## config.mk

```make
export PLATFORM = sky130hd
export DESIGN_NAME = buffer_csr
export DESIGN_NICKNAME = d
export VERILOG_FILES = /design/src/logic/csr_pkg.sv /design/src/logic/buffer_csr.sv
export SDC_FILE = /design/constraint.sdc
export NUM_CORES = 1
export LEC_CHECK = 0
export ABC_AREA = 1
export BUFFER_PORTS_ARGS = -buffer_cell sky130_fd_sc_hd__buf_2
export CAP_MARGIN = 20
export CORE_AREA = 3 3 67 115
export DETAILED_ROUTE_END_ITERATION = 6
export DIE_AREA = 0 0 70 118
export SETUP_SLACK_MARGIN = 0.02
export SYNTH_ARGS = -nofsm -noshare
export SYNTH_HDL_FRONTEND = slang
export SYNTH_SLANG_ARGS = --single-unit
```

## constraint.sdc

```tcl
create_clock -name clock -period 1.8 [get_ports clock]
set_input_delay 0.09 -clock clock [delete_from_list [all_inputs] [get_ports clock]]
set_output_delay 0.09 -clock clock [all_outputs]
set_load 0.005 [all_outputs]
```

## src/logic/csr_pkg.sv

```systemverilog
// register block definitions
// offsets, field positions and the AXI4-Lite channel structs

package csr_pkg;

  localparam int CSR_ADDR_W = 4;
  localparam int CSR_DATA_W = 32;

  typedef logic [CSR_ADDR_W-1:0] csr_addr_t;
  typedef logic [CSR_DATA_W-1:0] csr_data_t;
  typedef logic [1:0]            axi_resp_t;

  // register map
  localparam csr_addr_t CTRL_OFFSET      = 4'h0;
  localparam csr_addr_t STATUS_OFFSET    = 4'h4;
  localparam csr_addr_t ERR_COUNT_OFFSET = 4'h8;

  // control and status fields
  localparam int CTRL_ENABLE_BIT     = 0;
  localparam int CTRL_ERR_ENABLE_BIT = 1;
  localparam int STATUS_ERR_BIT      = 0;

  // error counter, low half of its register
  localparam int ERR_COUNT_W = 16;
  typedef logic [ERR_COUNT_W-1:0] err_count_t;
  localparam err_count_t ERR_COUNT_MAX = 16'hFFFF;

  localparam axi_resp_t OKAY   = 2'b00;
  localparam axi_resp_t SLVERR = 2'b10;

  // master side of the bus
  typedef struct packed {
    logic      awvalid;
    csr_addr_t awaddr;
    logic      wvalid;
    csr_data_t wdata;
    logic      bready;
    logic      arvalid;
    csr_addr_t araddr;
    logic      rready;
  } axil_req_t;

  // slave side of the bus
  typedef struct packed {
    logic      awready;
    logic      wready;
    logic      bvalid;
    axi_resp_t bresp;
    logic      arready;
    logic      rvalid;
    csr_data_t rdata;
    axi_resp_t rresp;
  } axil_rsp_t;

endpackage

```

## src/logic/buffer_csr.sv

```systemverilog
// buffer register block
// AXI4-Lite slave with control bits, a sticky error flag and
// a saturating error counter fed by the buffer's error pulse

`timescale 1ns/1ps

module buffer_csr (
  input  logic               clock,
  input  logic               rstn,
  input  csr_pkg::axil_req_t axil_req,
  input  logic               data_write_error,
  output csr_pkg::axil_rsp_t axil_rsp,
  output logic               enable,
  output logic               err_enable
);

  typedef enum logic {WR_IDLE, WR_RESP} wr_state_t;
  typedef enum logic {RD_IDLE, RD_RESP} rd_state_t;

  wr_state_t wr_state;
  rd_state_t rd_state;

  logic wr_fire;
  logic rd_fire;
  logic status_clear;

  csr_pkg::axi_resp_t wr_resp;
  csr_pkg::axi_resp_t rd_resp;
  csr_pkg::axi_resp_t bresp_q;
  csr_pkg::axi_resp_t rresp_q;
  csr_pkg::csr_data_t rd_data;
  csr_pkg::csr_data_t rdata_q;

  logic                ctrl_enable_q;
  logic                ctrl_err_enable_q;
  logic                err_flag_q;
  csr_pkg::err_count_t err_count_q;

  // address and data taken together, one transaction at a time
  assign wr_fire = (wr_state == WR_IDLE) && axil_req.awvalid && axil_req.wvalid;
  assign rd_fire = (rd_state == RD_IDLE) && axil_req.arvalid;

  assign status_clear = wr_fire && (axil_req.awaddr == csr_pkg::STATUS_OFFSET) &&
                        axil_req.wdata[csr_pkg::STATUS_ERR_BIT];

  ////////////////////
  // write channel
  ////////////////////

  always_comb begin
    case (axil_req.awaddr)
      csr_pkg::CTRL_OFFSET,
      csr_pkg::STATUS_OFFSET,
      csr_pkg::ERR_COUNT_OFFSET: wr_resp = csr_pkg::OKAY;
      default:                   wr_resp = csr_pkg::SLVERR;
    endcase
  end

  always_ff @(posedge clock or negedge rstn) begin
    if (!rstn) begin
      wr_state <= WR_IDLE;
      bresp_q  <= csr_pkg::OKAY;
    end else begin
      case (wr_state)
        WR_IDLE: if (wr_fire) begin
          bresp_q  <= wr_resp;
          wr_state <= WR_RESP;
        end
        // hold the response until taken
        WR_RESP: if (axil_req.bready) begin
          wr_state <= WR_IDLE;
        end
        default: wr_state <= WR_IDLE;
      endcase
    end
  end

  ////////////////////
  // registers
  ////////////////////

  always_ff @(posedge clock or negedge rstn) begin
    if (!rstn) begin
      ctrl_enable_q     <= 1'b0;
      ctrl_err_enable_q <= 1'b0;
    end else if (wr_fire && (axil_req.awaddr == csr_pkg::CTRL_OFFSET)) begin
      ctrl_enable_q     <= axil_req.wdata[csr_pkg::CTRL_ENABLE_BIT];
      ctrl_err_enable_q <= axil_req.wdata[csr_pkg::CTRL_ERR_ENABLE_BIT];
    end
  end

  // set beats a clear in the same cycle
  always_ff @(posedge clock or negedge rstn) begin
    if (!rstn) begin
      err_flag_q  <= 1'b0;
      err_count_q <= '0;
    end else begin
      if (data_write_error) begin
        err_flag_q <= 1'b1;
      end else if (status_clear) begin
        err_flag_q <= 1'b0;
      end
      // saturating count
      if (data_write_error && (err_count_q != csr_pkg::ERR_COUNT_MAX)) begin
        err_count_q <= err_count_q + 1'b1;
      end
    end
  end

  assign enable     = ctrl_enable_q;
  assign err_enable = ctrl_err_enable_q;

  ////////////////////
  // read channel
  ////////////////////

  always_comb begin
    rd_data = '0;
    rd_resp = csr_pkg::OKAY;
    case (axil_req.araddr)
      csr_pkg::CTRL_OFFSET: begin
        rd_data[csr_pkg::CTRL_ENABLE_BIT]     = ctrl_enable_q;
        rd_data[csr_pkg::CTRL_ERR_ENABLE_BIT] = ctrl_err_enable_q;
      end
      csr_pkg::STATUS_OFFSET:    rd_data[csr_pkg::STATUS_ERR_BIT] = err_flag_q;
      csr_pkg::ERR_COUNT_OFFSET: rd_data[csr_pkg::ERR_COUNT_W-1:0] = err_count_q;
      default:                   rd_resp = csr_pkg::SLVERR;
    endcase
  end

  always_ff @(posedge clock or negedge rstn) begin
    if (!rstn) begin
      rd_state <= RD_IDLE;
      rdata_q  <= '0;
      rresp_q  <= csr_pkg::OKAY;
    end else begin
      case (rd_state)
        RD_IDLE: if (rd_fire) begin
          rdata_q  <= rd_data;
          rresp_q  <= rd_resp;
          rd_state <= RD_RESP;
        end
        RD_RESP: if (axil_req.rready) begin
          rd_state <= RD_IDLE;
        end
        default: rd_state <= RD_IDLE;
      endcase
    end
  end

  always_comb begin
    axil_rsp.awready = wr_fire;
    axil_rsp.wready  = wr_fire;
    axil_rsp.bvalid  = (wr_state == WR_RESP);
    axil_rsp.bresp   = bresp_q;
    axil_rsp.arready = rd_fire;
    axil_rsp.rvalid  = (rd_state == RD_RESP);
    axil_rsp.rdata   = rdata_q;
    axil_rsp.rresp   = rresp_q;
  end

endmodule

```

==> results.txt, run 1 <==
pre-CTS setup slack - 0.0379 ns
Initial Utilization - 31.3%
Clock Latency Late Sink - 0.29 ns
Crit Path Max Fanout - 14
clock group share of total power - 43.3%
ys async rst share - 100%
Pleak - 0.00130 uW
Chip Height - 118 um
All-Layer GR Usage - 12.5%
CORE AREA - 6910 sq um
grt ovf - 0
final total power - 2650 uW
Area growth syn-to-layout - 20.6%
fin crit share - 82.5%
crit-path leading delay family - simple AND/OR/NAND/NOR gates
setup violators final - 0
Hold Crit Start - axil_req[8]
max_slew headroom - 61.9%
Mapped Area - 2160 sq um
Detailed Route WL - 4830 um
RSZ-0062 raised after global routing - false
Seq/Total Area, Yosys - 45.1%
R2R cell count - 8
setup TNS - 0 ns
Max-Cap Viols - 0
Most common cell on crit path - nor2_4
Peak VDD IR - 0.000489 V
post-route core utilization - 37.8%
Int Power - 1940 uW
global-route wire length before repair - 8210 um
Hold Path Class - input port to flop
WHS - 0.0128 ns
via count - 1870
initial antenna violation count - 0
Net Sw Frac - 26.7%
fraction of layout cells with a size suffix above 1 - 22.3%
Ys Warns - 0
min Tclk post-route - 1.49 ns
nets - 371
Hold Vio Cnt, Final - 0
I/O pin cnt - 91
wire length per cell - 11.9 um
Post-synth top flop - dfrtp_1
NetSw - 708 uW
DRT Pass-1 Iters - 4
Clock Path Buffers - 2
WP depth - 8
Synth top area share - 45.1%
worst clock skew - 0.00554 ns
Final GP Congestion - 0.832
crit path buf inv count - 1
DRT iter0 DRCs - 89
CTS tree - built
largest area contributor in the netlist - dfrtp_1
Post-route DRC - 0
outcome - finished, final reports clean
final antenna-violating net count - 0
CP max stage delay - 0.42 ns
Comb power frac - 15.8%
top-count cell post-synth - nand2_1
die width - 70 um
Setup crit end kind - flop
Hold Path Depth - 3
vias per cell - 4.59
DP HPWL - 3770 um
die area - 8260 sq um
Worst setup SP type - flop
Yosys reg bits - 39
reg2reg start - err_count_q[1]
crit path max-delay cell type - dfrtp_1
fmax - 0.673 GHz
clk slew on worst S/H paths - 0.06 ns
sequential power share - 41.0%
largest net degree at the start of global routing - 40
Num CTS Buffers - 5
crit path kind - flop to flop
# port buffers - 42
Rows - 40
Pwr Density - 1010 nW/um^2
H-tree Lvls - 2
CP required - 2.02 ns
number of synthesized flops with an enable pin - 0
Tightest Pin Transition - 0.571 ns
clk sinks - 39
Critical Path Start - err_count_q[1]
max-slew violations - 0
# diodes - 0
critical path, cell by cell - ha_1 -> inv_1 -> nor2_4 -> nand2_4 -> nor2_4 -> nor2_4 -> nand2_1 -> o21ai_2
most frequent cells after synthesis - nand2_1 (89), dfrtp_1 (39), inv_1 (27)
post-synthesis area per instance - 7.87 sq um
CTS root buffer - clkbuf_16
setup slack after layout - 0.314 ns
Mapped Cells - 275
critical path arrival - 1.71 ns
vias in the first global route - 1831
Area contributors post-synth - dfrtp_1 (45%), nand2_1 (15%), buf_4 (8.0%)
Netlist cell types - 26
[final cells by class]
type                       count  area, sq um
clock buffer                   6          129
clock inverter                 2         60.1
fill                         730         4300
inverter                      28          105
multi-input combinational    198          957
sequential                    39          976
tap                           84          105
timing repair buffer          50          278
[final timing paths]
check	slack [ns]	end
worst min register to register	0.48	rdata_q[9]
worst min-delay path	0.01	err_enable
min in group asynchronous	0.39	rd_state
max in group asynchronous	1.05	rdata_q[12]
worst max-delay path	0.31	err_count_q[5]
worst max register to register	0.31	err_count_q[5]
[metal layers]
metal / part of all wire [%] / vias to the layer above / track usage [%]
met3: 4.4 / 19 / 2.82
met1: 36 / 869 / 11.9
met4: 4.8 / 0 / 8.51
met5: 0 / - / 0
met2: 55 / 51 / 23.1
li1: - / 931 / -
[flip-flops by register name (all words and copies together) (netlist names)]
signal       cells
rd_state         1
rdata_q         16
err_count_q     16
enable           1
err_enable       1
err_flag_q       1
rresp_q          1
wr_state         1
bresp_q          1
[cell families (layout without fill, tap and decap cells)]
group | after synthesis | in the layout | share of synthesized area, %
and+or+nand+nor | 144 | 144 | 29.1
buffers and inverters | 55 | 86 | 13.9
DFF | 39 | 39 | 45.1
AOI/OAI and AO/OA | 31 | 31 | 9.54
xor gates and xnor gates | 4 | 4 | 1.62
adders and majority gates | 1 | 1 | 0.578
other | 1 | 18 | 0.173
[stage by stage]
step,instance area (sq um),cells
final,2610,407
after global routing,2610,407
after CTS,2610,407
after detailed placement,2390,396
after global placement,2390,396
after floorplan,2230,292
[timing repair]
| action | CTS | global route |
|---|---|---|
| setup buffers | 0 | 0 |
| setup endpoints to repair | 0 | 9 |
| endpoints found under the hold margin | 41 | 0 |
| gates resized for setup | 0 | 1 |
| hold buffers | 3 | 0 |
[cell usage in the layout (no fill, tap or decap), types with 5 or more instances in the layout]
master / Yosys / layout
buf_2: 0 / 42
dfrtp_1: 39 / 39
nand2_1: 89 / 89
inv_1: 27 / 27
nand2_2: 6 / 6
clkbuf_16: 0 / 5
nand3_1: 12 / 12
nor2_1: 22 / 22
conb_1: 1 / 18
nor2_4: 4 / 5
o21ai_2: 5 / 5
buf_4: 23 / 5
o31ai_1: 11 / 11
nand4_1: 6 / 6
o21ai_0: 9 / 9
[tightest hold or removal path, cell delays in order]
cell and delay (ns):
buf_2 0.08, nand2_1 0.04, o21ai_0 0.06
[power by group through the flow]
stage	clock, uW	combinational, uW	sequential, uW
2_1_floorplan	0	304	1080
3_3_place_gp	0	407	1100
3_5_place_dp	0	419	1100
4_1_cts	1170	426	1090
5_1_grt	1200	483	1100
6_report	1150	418	1080
(Power assumes the default switching activity.)
==> run 2, diff against run 1 <==
==> constraint.sdc (replaced) <==
create_clock -name clock -period 1.55 [get_ports clock]
set_input_delay 0.0775 -clock clock [delete_from_list [all_inputs] [get_ports clock]]
set_output_delay 0.0775 -clock clock [all_outputs]
set_load 0.005 [all_outputs]
==> run 2 against run 1 <==
Worst setup slack worse by 0.20 ns; power grew 13%; count of clock-buffer cells in the layout fell by 1; final cell count is 3.2% higher; clock power about the same; final area is 4.0% higher; register-to-register slack got worse by 0.20 ns; critical path depth fell by 1; worst hold slack worse by 0.0014 ns; first-iteration DRC count is 33% higher; global-route usage rose by 0.23 points.
==> results.txt, run 2 (synthesized netlist as in run 1, its figures left out) <==
outcome - finished, final reports clean
Clock Latency Late Sink - 0.29 ns (about the same)
setup TNS - 0 ns (unchanged)
Tightest Pin Transition - 0.505 ns (-0.0656 ns)
sequential power share - 41.6% (+0.6 points)
Max-Cap Viols - 0 (unchanged)
setup slack after layout - 0.117 ns (-0.197 ns)
grt ovf - 0 (unchanged)
CTS root buffer - clkbuf_16
Pleak - 0.00138 uW (+5.9%)
fraction of layout cells with a size suffix above 1 - 26.2% (+3.9 points)
initial antenna violation count - 0 (unchanged)
Initial Utilization - 31.3% (unchanged)
WHS - 0.0114 ns (-0.00144 ns)
commonest non-fill, non-tap cell in the layout - nand2_1
die width - 70 um (unchanged)
RR Endpoint - err_count_q[8]
All-Layer GR Usage - 12.8% (+0.23 points)
via count - 1894 (+1.3%)
Hold Vio Cnt, Final - 0 (unchanged)
Hold Path Class - input port to flop
final antenna-violating net count - 0 (unchanged)
pre-CTS setup slack - -0.129 ns (-0.167 ns)
fmax - 0.698 GHz (+3.7%)
Final GP Congestion - 0.829 (-0.34%)
commonest non-fill, non-tap cells in the layout - nand2_1 (89), buf_2 (42), dfrtp_1 (39)
nets - 384 (+3.5%)
clk slew on worst S/H paths - 0.06 ns (about the same)
CORE AREA - 6910 sq um (unchanged)
Net Sw Frac - 28.3% (+1.6 points)
critical path arrival - 1.61 ns (-0.10 ns)
vias per cell - 4.51 (-1.9%)
DP HPWL - 3930 um (+4.2%)
setup violators final - 0 (unchanged)
Int Power - 2140 uW (+10%)
DRT iter0 DRCs - 118 (+33%)
Detailed Route WL - 5180 um (+7.3%)
RSZ-0062 raised after global routing - true
largest registers - err_count_q x16, rdata_q x16
# port buffers - 42 (unchanged)
CP required - 1.72 ns (-0.30 ns)
NetSw - 844 uW (+19%)
Area growth syn-to-layout - 25.4%
min Tclk post-route - 1.43 ns (-0.0531 ns)
clock group share of total power - 39.0% (-4.3 points)
DRT Pass-1 Iters - 4 (unchanged)
Critical Path Start - err_count_q[5]
max-slew violations - 0 (unchanged)
Post-route DRC - 0 (unchanged)
Worst setup SP type - flop
die area - 8260 sq um (unchanged)
global-route wire length before repair - 8310 um (+1.2%)
I/O pin cnt - 91 (unchanged)
CP endpoint - err_count_q[8]
clk sinks - 39 (unchanged)
max_slew headroom - 66.3% (+4.5 points)
H-tree Lvls - 2 (unchanged)
# diodes - 0 (unchanged)
Rows - 40 (unchanged)
Hold Crit Start - axil_req[8]
CTS tree - built
largest net degree at the start of global routing - 40 (unchanged)
Chip Height - 118 um (unchanged)
fin crit share - 92.4% (+9.9 points)
reg2reg setup slack - 0.12 ns (-0.20 ns)
wire length per cell - 12.3 um (+4.0%)
crit path kind - flop to flop
Clock Path Buffers - 2 (unchanged)
R2R cell count - 7 (-1)
Peak VDD IR - 0.000452 V (-7.6%)
Comb power frac - 19.4% (+3.6 points)
worst clock skew - 0.00584 ns (+0.000298 ns)
reg2reg start - err_count_q[5]
Setup crit end kind - flop
vias in the first global route - 1794 (-2.0%)
Crit Path Max Fanout - 5 (-9)
Num CTS Buffers - 5 (unchanged)
Pwr Density - 1100 nW/um^2 (+8.2%)
-- run 2: worst min path at each step --
stage | cells past startpoint | to | slack, ns
finish | 3 | err_enable | 0.01
global route | 3 | err_enable | 0.06
CTS | 3 | err_enable | 0.02
detailed placement | 2 | rd_state | 0.17
global placement | 2 | rd_state | 0.17
floorplan | 0 | bresp_q[1] | -0.22
-- run 2: stage by stage --
stage | std cells | cell area, sq um | utilization [%] | power, uW
6_report | 420 | 2720 | 39.3 | 2980
5_1_grt | 420 | 2720 | 39.3 | 3150
4_1_cts | 417 | 2670 | 38.6 | 3000
3_5_place_dp | 406 | 2460 | 35.6 | 1820
3_3_place_gp | 406 | 2460 | 35.6 | 1810
2_1_floorplan | 292 | 2230 | - | 1600
-- run 2: critical path, cell delays in order, from the launching register on --
cell and delay, ns:
dfrtp_1 0.40, nand2_1 0.12, nor2_2 0.20, nand2_4 0.08
buf_4 0.15, nor2_4 0.15, nand2_1 0.10, xnor2_1 0.13
-- run 2: power by group through the flow --
stage               sequential (uW)  clock, uW  combinational, uW
detailed placement             1260          0                559
floorplan                      1250          0                353
CTS                            1240       1190                570
global route                   1260       1240                650
global placement               1260          0                550
finish                         1240       1160                577
-- run 2: routing by layer --
metal	vias to the layer above	wire, um	track usage [%]
met1	882	1820	12.3
li1	950	-	-
met3	10	209	2.39
met2	52	2980	24.3
met5	-	0	0
met4	0	165	7.43
-- run 2: area by class of cell --
cell class	instances	area, sq um
inverter	28	105
sequential	39	976
timing repair buffer	63	388
tap	84	105
fill	735	4190
clock buffer	5	125
multi-input combinational	198	972
clock inverter	3	43.8
-- run 2: what timing repair did --
action,CTS,global route
pin swaps,0,2
hold buffers,3,0
resized for setup,1,4
buffers inserted,0,3
hold endpoints to repair,41,0
endpoints found under the setup margin,9,13
